$ cat src/fm_timer_pkg.sv
/* fm timer package
   register map, control bit positions, timer widths and the structs
   passed between the register slave and the timer pair */
`default_nettype none

package fm_timer_pkg;

    // ####################################################################
    // bus and register map
    // ####################################################################

    // wishbone classic, byte wide
    localparam int WB_ADR_W = 8;
    localparam int WB_DAT_W = 8;

    // timer a value is split over two registers like the original chip
    localparam logic [WB_ADR_W-1:0] ADDR_CLKA_HI = 8'h10;
    localparam logic [WB_ADR_W-1:0] ADDR_CLKA_LO = 8'h11;
    localparam logic [WB_ADR_W-1:0] ADDR_CLKB    = 8'h12;
    localparam logic [WB_ADR_W-1:0] ADDR_CTRL    = 8'h14;

    // control register bits
    localparam int CTRL_LOAD_A  = 0;
    localparam int CTRL_LOAD_B  = 1;
    localparam int CTRL_IRQEN_A = 2;
    localparam int CTRL_IRQEN_B = 3;
    localparam int CTRL_CLRF_A  = 4;
    localparam int CTRL_CLRF_B  = 5;

    // ####################################################################
    // timer geometry
    // ####################################################################

    // timer a: 10 bit count behind a /64 prescaler
    localparam int TA_CNT_W = 10;
    localparam int TA_PRE_W = 6;
    // timer b: 8 bit count behind a /1024 prescaler
    localparam int TB_CNT_W = 8;
    localparam int TB_PRE_W = 10;

    // clk cycles per timer tick
    localparam int CEN_DIV   = 2;
    localparam int CEN_CNT_W = (CEN_DIV > 1) ? $clog2(CEN_DIV) : 1;

    // ####################################################################
    // shared structs
    // ####################################################################

    // command to one timer, only meaningful in a cen cycle
    typedef struct packed {
        logic load;
        logic clr_run;
        logic clr_flag;
    } timer_cmd_t;

    // register contents seen by the timers
    typedef struct packed {
        logic [TA_CNT_W-1:0] value_a;
        logic [TB_CNT_W-1:0] value_b;
        logic                irq_en_a;
        logic                irq_en_b;
    } timer_cfg_t;

    // status returned on a bus read
    typedef struct packed {
        logic flag_a;
        logic flag_b;
    } timer_stat_t;

endpackage

`default_nettype wire

$ cat src/fm_cen_gen.sv
/* timer tick divider
   produces a one clk wide enable once every CEN_DIV clocks */
`timescale 1ns/1ps
`default_nettype none

module fm_cen_gen (
    input  logic clk,
    input  logic rst,
    output logic cen
);

    // free running phase counter
    logic [fm_timer_pkg::CEN_CNT_W-1:0] div_cnt;

    always_ff @(posedge clk or posedge rst) begin
        if (rst) begin
            div_cnt <= '0;
        end else begin
            // wrap at CEN_DIV - 1 so the ratio need not be a power of two
            if (div_cnt == fm_timer_pkg::CEN_CNT_W'(fm_timer_pkg::CEN_DIV - 1)) begin
                div_cnt <= '0;
            end else begin
                div_cnt <= div_cnt + 1'b1;
            end
        end
    end

    // tick on phase zero
    // first tick lands in the first clk after reset release
    assign cen = (div_cnt == '0);

endmodule

`default_nettype wire

$ cat src/fm_timer.sv
/* prescaled up-counter with reload
   counts from start_value while running, flags and reloads on carry-out */
`timescale 1ns/1ps
`default_nettype none

module fm_timer #(
    parameter int cnt_w = 10,
    parameter int pre_w = 6
) (
    input  logic                     clk,
    input  logic                     rst,
    input  logic                     cen,
    input  logic [cnt_w-1:0]         start_value,
    input  fm_timer_pkg::timer_cmd_t cmd,
    output logic                     flag,
    output logic                     overflow
);

    logic                   run;
    // counter and prescaler as one word, counter in the upper bits
    logic [cnt_w+pre_w-1:0] count;
    logic [cnt_w+pre_w-1:0] count_inc;
    logic [cnt_w+pre_w-1:0] count_init;
    logic                   carry;

    // ####################################################################
    // count path
    // ####################################################################

    // carry out of the combined word marks the overflow tick
    assign {carry, count_inc} = {1'b0, count} + (cnt_w + pre_w + 1)'(1);
    // reload value, prescaler restarts at zero
    assign count_init = {start_value, {pre_w{1'b0}}};

    always_ff @(posedge clk) begin
        if (cen) begin
            if (cmd.load) begin
                count <= count_init;
            end else if (run) begin
                count <= carry ? count_init : count_inc;
            end
        end
    end

    // ####################################################################
    // run state and flag
    // ####################################################################

    always_ff @(posedge clk or posedge rst) begin
        if (rst) begin
            run  <= 1'b0;
            flag <= 1'b0;
        end else if (cen) begin
            // stop wins, although the slave never sends both
            if (cmd.clr_run) begin
                run <= 1'b0;
            end else if (cmd.load) begin
                run <= 1'b1;
            end
            // sticky until cleared, clear has priority
            if (cmd.clr_flag) begin
                flag <= 1'b0;
            end else if (run && carry) begin
                flag <= 1'b1;
            end
        end
    end

    // one clk pulse in the overflow tick
    assign overflow = cen & run & carry;

    // the register slave must resolve a load and a stop before the tick
    load_stop_exclusive: assert property (
        @(posedge clk) disable iff (rst) !(cmd.load && cmd.clr_run)
    );

endmodule

`default_nettype wire

$ cat src/fm_timer_pair.sv
/* timers a and b with the interrupt combine
   irq_n goes low while any enabled flag is set */
`timescale 1ns/1ps
`default_nettype none

module fm_timer_pair (
    input  logic                      clk,
    input  logic                      rst,
    input  logic                      cen,
    input  fm_timer_pkg::timer_cfg_t  cfg,
    input  fm_timer_pkg::timer_cmd_t  cmd_a,
    input  fm_timer_pkg::timer_cmd_t  cmd_b,
    output fm_timer_pkg::timer_stat_t stat,
    output logic                      overflow_a,
    output logic                      irq_n
);

    logic flag_a;
    logic flag_b;

    // ####################################################################
    // timers
    // ####################################################################

    // timer a, period (1024 - value_a) * 64 ticks
    fm_timer #(
        .cnt_w (fm_timer_pkg::TA_CNT_W),
        .pre_w (fm_timer_pkg::TA_PRE_W)
    ) u_timer_a (
        .clk         (clk),
        .rst         (rst),
        .cen         (cen),
        .start_value (cfg.value_a),
        .cmd         (cmd_a),
        .flag        (flag_a),
        .overflow    (overflow_a)
    );

    // timer b, period (256 - value_b) * 1024 ticks
    // its overflow pulse has no user in this block
    fm_timer #(
        .cnt_w (fm_timer_pkg::TB_CNT_W),
        .pre_w (fm_timer_pkg::TB_PRE_W)
    ) u_timer_b (
        .clk         (clk),
        .rst         (rst),
        .cen         (cen),
        .start_value (cfg.value_b),
        .cmd         (cmd_b),
        .flag        (flag_b),
        .overflow    ()
    );

    // ####################################################################
    // status and interrupt
    // ####################################################################

    assign stat.flag_a = flag_a;
    assign stat.flag_b = flag_b;

    // combinational so irq_n follows the flag in the same clk
    assign irq_n = ~((flag_a & cfg.irq_en_a) | (flag_b & cfg.irq_en_b));

endmodule

`default_nettype wire

$ cat src/fm_timer_regs.sv
/* wishbone classic slave for the timer registers
   holds values and enables, turns control writes into tick-aligned commands */
`timescale 1ns/1ps
`default_nettype none

module fm_timer_regs (
    input  logic                                clk,
    input  logic                                rst,
    input  logic                                cen,
    // wishbone classic slave
    input  logic                                cyc,
    input  logic                                stb,
    input  logic                                we,
    input  logic [fm_timer_pkg::WB_ADR_W-1:0]   adr,
    input  logic [fm_timer_pkg::WB_DAT_W-1:0]   dat_w,
    output logic [fm_timer_pkg::WB_DAT_W-1:0]   dat_r,
    output logic                                ack,
    // timer side
    input  fm_timer_pkg::timer_stat_t           stat,
    output fm_timer_pkg::timer_cfg_t            cfg,
    output fm_timer_pkg::timer_cmd_t            cmd_a,
    output fm_timer_pkg::timer_cmd_t            cmd_b
);

    // register contents
    logic [fm_timer_pkg::TA_CNT_W-1:0] value_a;
    logic [fm_timer_pkg::TB_CNT_W-1:0] value_b;
    logic                              irq_en_a;
    logic                              irq_en_b;

    // running state implied by the last load bits written
    logic run_a;
    logic run_b;

    // commands waiting for the next tick
    fm_timer_pkg::timer_cmd_t pend_a;
    fm_timer_pkg::timer_cmd_t pend_b;
    fm_timer_pkg::timer_cmd_t held_a;
    fm_timer_pkg::timer_cmd_t held_b;

    logic req;
    logic wr_hi;
    logic wr_lo;
    logic wr_b;
    logic wr_ctrl;

    // ####################################################################
    // bus decode
    // ####################################################################

    // new request only when not already acking it
    assign req     = cyc & stb & ~ack;
    assign wr_hi   = req & we & (adr == fm_timer_pkg::ADDR_CLKA_HI);
    assign wr_lo   = req & we & (adr == fm_timer_pkg::ADDR_CLKA_LO);
    assign wr_b    = req & we & (adr == fm_timer_pkg::ADDR_CLKB);
    assign wr_ctrl = req & we & (adr == fm_timer_pkg::ADDR_CTRL);

    // single cycle ack, one clk after the request
    always_ff @(posedge clk or posedge rst) begin
        if (rst) begin
            ack <= 1'b0;
        end else begin
            ack <= req;
        end
    end

    // every address reads back status
    always_ff @(posedge clk) begin
        if (req && !we) begin
            dat_r <= {{(fm_timer_pkg::WB_DAT_W - 2){1'b0}}, stat.flag_b, stat.flag_a};
        end
    end

    // ####################################################################
    // value registers
    // ####################################################################

    always_ff @(posedge clk) begin
        // high byte goes to bits 9..2, low write fills bits 1..0
        if (wr_hi) begin
            value_a[fm_timer_pkg::TA_CNT_W-1:2] <= dat_w;
        end
        if (wr_lo) begin
            value_a[1:0] <= dat_w[1:0];
        end
        if (wr_b) begin
            value_b <= dat_w;
        end
    end

    // ####################################################################
    // control and pending commands
    // ####################################################################

    // fold one control write into the commands already held
    function automatic fm_timer_pkg::timer_cmd_t merge_cmd(
        input fm_timer_pkg::timer_cmd_t held,
        input logic                     running,
        input logic                     load_bit,
        input logic                     clrf_bit
    );
        fm_timer_pkg::timer_cmd_t nxt;
        nxt = held;
        if (load_bit) begin
            // load only a stopped timer, a running one keeps its period
            if (!running) begin
                nxt.load    = 1'b1;
                nxt.clr_run = 1'b0;
            end
        end else begin
            // a later stop cancels a load still waiting
            nxt.load    = 1'b0;
            nxt.clr_run = 1'b1;
        end
        if (clrf_bit) begin
            nxt.clr_flag = 1'b1;
        end
        return nxt;
    endfunction

    // whatever is presented this tick is gone after it
    assign held_a = cen ? '0 : pend_a;
    assign held_b = cen ? '0 : pend_b;

    always_ff @(posedge clk or posedge rst) begin
        if (rst) begin
            irq_en_a <= 1'b0;
            irq_en_b <= 1'b0;
            run_a    <= 1'b0;
            run_b    <= 1'b0;
            pend_a   <= '0;
            pend_b   <= '0;
        end else if (wr_ctrl) begin
            irq_en_a <= dat_w[fm_timer_pkg::CTRL_IRQEN_A];
            irq_en_b <= dat_w[fm_timer_pkg::CTRL_IRQEN_B];
            // load bit set means running from here on, clear means stopped
            run_a    <= dat_w[fm_timer_pkg::CTRL_LOAD_A];
            run_b    <= dat_w[fm_timer_pkg::CTRL_LOAD_B];
            pend_a   <= merge_cmd(held_a, run_a, dat_w[fm_timer_pkg::CTRL_LOAD_A],
                                  dat_w[fm_timer_pkg::CTRL_CLRF_A]);
            pend_b   <= merge_cmd(held_b, run_b, dat_w[fm_timer_pkg::CTRL_LOAD_B],
                                  dat_w[fm_timer_pkg::CTRL_CLRF_B]);
        end else begin
            pend_a <= held_a;
            pend_b <= held_b;
        end
    end

    // commands are only visible in a cen cycle
    assign cmd_a = cen ? pend_a : '0;
    assign cmd_b = cen ? pend_b : '0;

    assign cfg = '{
        value_a:  value_a,
        value_b:  value_b,
        irq_en_a: irq_en_a,
        irq_en_b: irq_en_b
    };

    // the master holds stb through ack, so ack must drop on its own
    ack_single_cycle: assert property (
        @(posedge clk) disable iff (rst) ack |=> !ack
    );

endmodule

`default_nettype wire

$ cat src/fm_timer_top.sv
/* fm timer block top level
   tick divider, wishbone register slave and timer pair */
`timescale 1ns/1ps
`default_nettype none

module fm_timer_top (
    input  logic                              clk,
    input  logic                              rst,
    // wishbone classic slave
    input  logic                              cyc,
    input  logic                              stb,
    input  logic                              we,
    input  logic [fm_timer_pkg::WB_ADR_W-1:0] adr,
    input  logic [fm_timer_pkg::WB_DAT_W-1:0] dat_w,
    output logic [fm_timer_pkg::WB_DAT_W-1:0] dat_r,
    output logic                              ack,
    // timer outputs
    output logic                              irq_n,
    output logic                              overflow_a
);

    logic                      cen;
    fm_timer_pkg::timer_cfg_t  cfg;
    fm_timer_pkg::timer_cmd_t  cmd_a;
    fm_timer_pkg::timer_cmd_t  cmd_b;
    fm_timer_pkg::timer_stat_t stat;

    // slow internal tick
    fm_cen_gen u_cen (
        .clk (clk),
        .rst (rst),
        .cen (cen)
    );

    // bus side, commands leave aligned to cen
    fm_timer_regs u_regs (
        .clk   (clk),
        .rst   (rst),
        .cen   (cen),
        .cyc   (cyc),
        .stb   (stb),
        .we    (we),
        .adr   (adr),
        .dat_w (dat_w),
        .dat_r (dat_r),
        .ack   (ack),
        .stat  (stat),
        .cfg   (cfg),
        .cmd_a (cmd_a),
        .cmd_b (cmd_b)
    );

    // ####################################################################
    // timers and interrupt
    // ####################################################################

    fm_timer_pair u_pair (
        .clk        (clk),
        .rst        (rst),
        .cen        (cen),
        .cfg        (cfg),
        .cmd_a      (cmd_a),
        .cmd_b      (cmd_b),
        .stat       (stat),
        .overflow_a (overflow_a),
        .irq_n      (irq_n)
    );

endmodule

`default_nettype wire

$ cat config.mk
export PLATFORM = sky130hd
export DESIGN_NAME = fm_timer_top
export DESIGN_NICKNAME = d
export VERILOG_FILES = /design/src/fm_timer_pkg.sv /design/src/fm_cen_gen.sv /design/src/fm_timer.sv /design/src/fm_timer_pair.sv /design/src/fm_timer_regs.sv /design/src/fm_timer_top.sv
export SDC_FILE = /design/constraint.sdc
export NUM_CORES = 1
export LEC_CHECK = 0
export BUFFER_PORTS_ARGS = -buffer_cell sky130_fd_sc_hd__buf_2
export CORE_MARGIN = 2
export CORE_UTILIZATION = 35
export CTS_BUF_LIST = sky130_fd_sc_hd__clkbuf_2 sky130_fd_sc_hd__clkbuf_4 sky130_fd_sc_hd__clkbuf_8
export DETAILED_ROUTE_END_ITERATION = 16
export MAX_ROUTING_LAYER = met4
export SYNTH_ARGS = -nofsm -noshare
export SYNTH_HDL_FRONTEND = slang
export SYNTH_SLANG_ARGS = --single-unit
$ cat constraint.sdc
create_clock -name clk -period 5.1 [get_ports clk]
set_input_delay 1.02 -clock clk [delete_from_list [all_inputs] [get_ports clk]]
set_output_delay 1.02 -clock clk [all_outputs]
set_load 0.03 [all_outputs]
# After elaboration in Yosys (flattened, before gate mapping)
# Cells that the tools add are included.
[totals] wordCells=89 regBits=70
[classes] n_reduce_logical=16 bitwise_logic=15 mux=27 n_eq_ne=4 n_addsub=3
[ops] operator="$mux W18" n=3
[ops] operator="$mux W16" n=3
[ops] operator="$eq A8 B5 Y1 const B" n=4
[ops] operator="$add A18 B1 Y19 const B" n=1
[ops] operator="$mux W3" n=6
[ops] operator="$add A16 B1 Y17 const B" n=1
[ops] operator="$reduce_and A2 Y1" n=6
[ops] operator="$reduce_bool A2 Y1" n=6
[ops] operator="$and A1 B1 Y1" n=11
[ops] operator="$mux W1" n=11
[ops] operator="$mux W2" n=4
[ops] operator="$logic_and A1 B1 Y1" n=3
[ops] operator="$not A1 Y1" n=3
[ops] operator="$add A1 B1 Y1 const B" n=1
[ops] operator="$logic_not A1 Y1" n=1
[ops] operator="$or A1 B1 Y1" n=1

# Logic depth before layout (Yosys ltp)
[depth] depth_word=5 ltp_mapped=7

# Modules after synthesis
# From an unflattened synthesis, not the netlist that was laid out.
[hier_totals] hier_cells=275 area_unflattened_um2=3590.9
[by_module_without_submodules] module="fm_timer_regs" cells_per_inst=82 n_inst=1 area_per_inst_um2=1243.7 seq_area_each_um2=875.8
[by_module_without_submodules] module="fm_timer (u_pair.u_timer_b)" cells_per_inst=99 n_inst=1 area_per_inst_um2=1174.9 seq_area_each_um2=590.6
[by_module_without_submodules] module="fm_timer (u_pair.u_timer_a)" cells_per_inst=88 n_inst=1 area_per_inst_um2=1112.3 seq_area_each_um2=530.5
[by_module_without_submodules] module="fm_cen_gen" cells_per_inst=3 n_inst=1 area_per_inst_um2=32.5 seq_area_each_um2=25.0
[by_module_without_submodules] module="fm_timer_pair" cells_per_inst=3 n_inst=1 area_per_inst_um2=27.5 seq_area_each_um2=0.0

# Worst setup path after synthesis
# Ideal clock, no wire load.
[synth_path] path_type="input to register" startpoint="input port adr[5] in the netlist's numbering" endpoint="register u_regs.value_b[0] in the netlist's numbering, enable pin" path_buffers=0 required_ns=4.715 cell_stages=4 arrival_ns=2.577 setup_slack_ns=2.137 path_cell_list="nand4bb_1 -> or4_4 -> or2_2 -> nor3b_1"
[synth_between] elab_chain_len=2
[synth_rtl] item="start: declaration" line_no="fm_timer_top.sv:13" source="input logic [fm_timer_pkg::WB_ADR_W-1:0] adr,"
[synth_rtl] item="$eq A8 B5 Y1" line_no="fm_timer_regs.sv:55" source="assign wr_b = req & we & (adr == fm_timer_pkg::ADDR_CLKB);"
[synth_rtl] item="$and A1 B1 Y1" line_no="fm_timer_regs.sv:55"
[synth_rtl] item="named net u_regs.wr_b" line_no="fm_timer_regs.sv:44" source="logic wr_b;"
[synth_rtl] item="end signal: assignment" line_no="fm_timer_regs.sv:87" source="value_b <= dat_w;"
[synth_rtl] item="end: declaration" line_no="fm_timer_regs.sv:27" source="logic [fm_timer_pkg::TB_CNT_W-1:0] value_b;"
# The timed path passes the listed nets, and every way through them passes these cells.
# A chain may end at the register's enable or synchronous reset.

# Final worst setup path
[layout_path] startpoint="register u_pair.u_timer_a.count[2]" endpoint="output port overflow_a"
[layout_between] elab_chain_len=2
[layout_rtl] item="start: declaration" line_no="fm_timer.sv:21" source="logic [cnt_w+pre_w-1:0] count;"
[layout_rtl] item="start signal: assignment" line_no="fm_timer.sv:38" source="count <= count_init;"
[layout_rtl] item="start signal: assignment" line_no="fm_timer.sv:40" source="count <= carry ? count_init : count_inc;"
[layout_rtl] item="$add A16 B1 Y17" line_no="fm_timer.sv:31" source="assign {carry, count_inc} = {1'b0, count} + (cnt_w + pre_w + 1)'(1);"
[layout_rtl] item="$and A1 B1 Y1" line_no="fm_timer.sv:70" source="assign overflow = cen & run & carry;"
[layout_rtl] item="end: declaration" line_no="fm_timer_top.sv:19" source="output logic overflow_a"
# No other way between the ends.

==> impl_metrics.csv <==
group,metric,value,unit
power_and_ir_drop,pwr_density_cell,312.8,nW/um^2
timing,timing.clock.skew,9.587,ps
clock_network,cts_sinks,70,
power_and_ir_drop,power.leakage,1.344,nW
power_and_ir_drop,sw_frac_of_total,0.2137,
critical_path,timing.setup.critical_path_class,"reg2out",
die,die-area,10090,sq um
clock_network,tritoncts,"yes",
placed_design,detailed_place_hpwl,4.179,mm
timing,relSlewSlack,0.2503,
critical_path,endpoint_kind,"output pin",
routing,detailedRoute.firstIterationViolations,161,
clock_network,post_cts_buffers,0,
die,core-area,9109,sq um
logic_synthesis,synthMostInstantiatedCell,"edfxtp_1",
timing,endpoints_failing_hold,0,
global_routing,pin_count_of_the_biggest_net_entering_global_routing,26,
power_and_ir_drop,power.switching,0.2471,mW
logic_synthesis,synth_top_area_share,0.4983,
routing,drt_wirelength,5.841,mm
finish,final.fill_count,868,
clock_network,cts.hold.buffers_added,0,
clock_network,cts_buffer_depth,2,
logic_synthesis,yosys_most_used_dff,"edfxtp_1",
clock_network,clockRootBuffer,"clkbuf_8",
power_and_ir_drop,totalPowerFinal,1.156,mW
timing,period_share,0.6163,
clock_network,cts-resized-gates,0,
finish,finalNonFillerCells,424,
job,max_cap_viol_count,0,
logic_synthesis,synth.top_cells.by_area,"edfxtp_1 50%, dfrtp_1 12%, xor2_1 3.8%, nand2_1 3.7%, nor2_1 3.7%",
power_and_ir_drop,combinational_share_of_power,0.027,
placed_design,buffer_ports.inserted,25,
die,ioPinCount,32,
global_routing,grt_pass1_vias,2051,
routing,detail_route.vias_per_cell,4.925,
timing,timing.final.ws_setup,1957,ps
min_path,holdCritPathClass,"reg2reg",
logic_synthesis,synth_seq_cells,70,
placed_design,placed_cells_incl_taps,408,
logic_synthesis,synth_enable_flop_cells,54,
die,placement_row_count,35,
power_and_ir_drop,pwr-share-seq,0.536,
logic_synthesis,synth-async-reset-ratio,0.2286,
clock_network,clk_latency,340,ps
finish,synthToLayoutAreaGrowth,13.57,%
logic_synthesis,synth_largest_area_cell,"edfxtp_1",
logic_synthesis,syn_std_cell_area,3254,sq um
logic_synthesis,ys.warnings.count,0,
logic_synthesis,synth.top_cells.by_count,"54 x edfxtp_1, 32 x nand2_1, 32 x nor2_1",
timing,worst_slew_pin_slew,1116,ps
logic_synthesis,synth_cell_types,40,
power_and_ir_drop,intPower,0.9091,mW
routing,vias,2088,
critical_path,worst_ep_required_time,4080,ps
clock_network,cts_inserted_buffers,9,
placed_design,place_worst_setup_slack,1844,ps
timing,finalWorstPathRequiredPeriod,3143,ps
timing,rsz0062_at_grt,"no",
die,starting_density_of_the_core,0.3573,
finish,ff_latch_area,2022,sq um
power_and_ir_drop,peakVddDrop,0.0001691,V
global_routing,grt_total_usage,0.1308,
placed_design,place.gp.congestion,0.7571,
finish,final_area,3696,sq um
critical_path,cp_max_fo,6,
die,dieHeight,100.4,um
global_routing,antenna_violations_before_repair,0,
finish,antenna_cells,0,
timing,finalMaxSlewViolations,0,
global_routing,grt_overflow,0,
logic_synthesis,syn-mean-instance-area,11.75,sq um
clock_network,cts.htree.levels,3,
routing,ant_nets,0,
placed_design,postPlaceCellArea,3468,sq um
timing,tns,0,ps
die,die_w,100.4,um
critical_path,regToRegSetupSlack,2530,ps
routing,routedWlPerCell,13.78,um
critical_path,cp.arrival,2120,ps
logic_synthesis,yosysSeqAreaShare,0.6213,
finish,area_used_by_multi_input_combinational_logic,1134,sq um
timing,setup_viol,0,
power_and_ir_drop,power.share.clock,0.437,
routing,detail_route.first_pass.iterations,4,
critical_path,worst_setup_path_start_kind,"flip-flop",
routing,route.detailed.drc,0,
finish,proportion_of_layout_cells_with_a_drive_suffix_above_1,0.1661,
logic_synthesis,netlist_instances,277,
timing,clock.fmax,318.2,MHz
finish,final_nets,331,
global_routing,grt_pass1_wl,9.901,mm
clock_network,worst_setup_hold_path_clk_slew,90,ps
run_status,status,"completed",
[sequential cells by signal (all words and copies together), names as in the netlist, 2 cells and up]
register / count
u_regs.value_a: 10
u_regs.pend_b: 3
u_regs.pend_a: 3
u_pair.u_timer_b.count: 18
u_regs.dat_r: 2
u_regs.value_b: 8
u_pair.u_timer_a.count: 16
[final cells by class]
| class | count | area share |
|---|---|---|
| Sequential cell | 70 | 0.5471 |
| Multi-Input combinational cell | 192 | 0.3067 |
| Timing Repair Buffer | 28 | 0.03995 |
| Tap cell | 111 | 0.03758 |
| Clock buffer | 9 | 0.03351 |
| Clock inverter | 7 | 0.02810 |
| Inverter | 7 | 0.007109 |
[per-stage QoR]
step,utilization,hold slack (ps)
after floorplan,-,421.5
after global placement,0.3808,434.8
after detailed placement,0.3808,434.2
after CTS,0.4058,445.7
after global routing,0.4058,473.4
final,0.4058,443.6
[power groups by stage]
stage          clock network, mW  registers (mW)  logic, mW
6_report                   0.505           0.620     0.0317
5_1_grt                    0.541           0.620     0.0357
4_1_cts                    0.515           0.620     0.0323
3_5_place_dp                   0           0.632     0.0320
3_3_place_gp                   0           0.632     0.0315
2_1_floorplan                  0           0.633     0.0198
[cell families after synthesis]
logic type / Yosys count / synth area share
multiplexers: 4 / 0.01384
XOR/XNOR: 27 / 0.07267
other: 1 / 0.001152
flip-flops: 70 / 0.6213
buffers and inverters: 20 / 0.03613
AO/OA/AOI/OAI: 39 / 0.06728
adder cells (fa/ha/maj): 2 / 0.007688
AND/OR/NAND/NOR: 114 / 0.1799
[metal layers]
layer,vias up,global-route usage,wire length [um]
met5,-,-,0
met3,7,0.02786,217
met2,47,0.1890,2677
met1,983,0.1782,2855
met4,0,0.05690,90
li1,1051,-,-
[worst max-delay path: stages (launching register included)]
cell	delay, ps
edfxtp_1	450
and4_1	280
nand2_1	120
nor4_1	610
buf_2	320
[final timing paths]
| check | startpoint | endpoint | depth (start not counted) |
|---|---|---|---|
| worst min-delay path | u_regs.pend_b[1] | u_pair.u_timer_b.run | 1 |
| max in group asynchronous | rst | u_pair.u_timer_b.run | 2 |
| worst max-delay path | u_pair.u_timer_a.count[2] | overflow_a | 4 |
| worst min register to register | u_regs.pend_b[1] | u_pair.u_timer_b.run | 1 |
| min in group asynchronous | rst | u_regs.pend_b[0] | 2 |
| worst max register to register | u_regs.ack | u_regs.value_a[7] | 4 |
[layout by cell type, fill, tap and decap left out, types with 3 or more instances in the layout]
| cell | n |
|---|---|
| o21ai_0 | 21 |
| and4_1 | 7 |
| edfxtp_1 | 54 |
| nand2_1 | 32 |
| and3_1 | 5 |
| nor2b_1 | 3 |
| a21oi_1 | 7 |
| conb_1 | 6 |
| buf_2 | 25 |
| mux2_2 | 4 |
| nand3_1 | 12 |
| xor2_1 | 14 |
| dfrtp_1 | 16 |
| buf_4 | 3 |
| inv_1 | 6 |
| inv_6 | 3 |
| clkbuf_8 | 9 |
| nand4_1 | 7 |
| nor2_1 | 32 |
| o21ai_1 | 3 |
| xnor2_1 | 13 |
| o211ai_1 | 3 |
| nor3_1 | 4 |
Power figures use the tool's default switching activity.
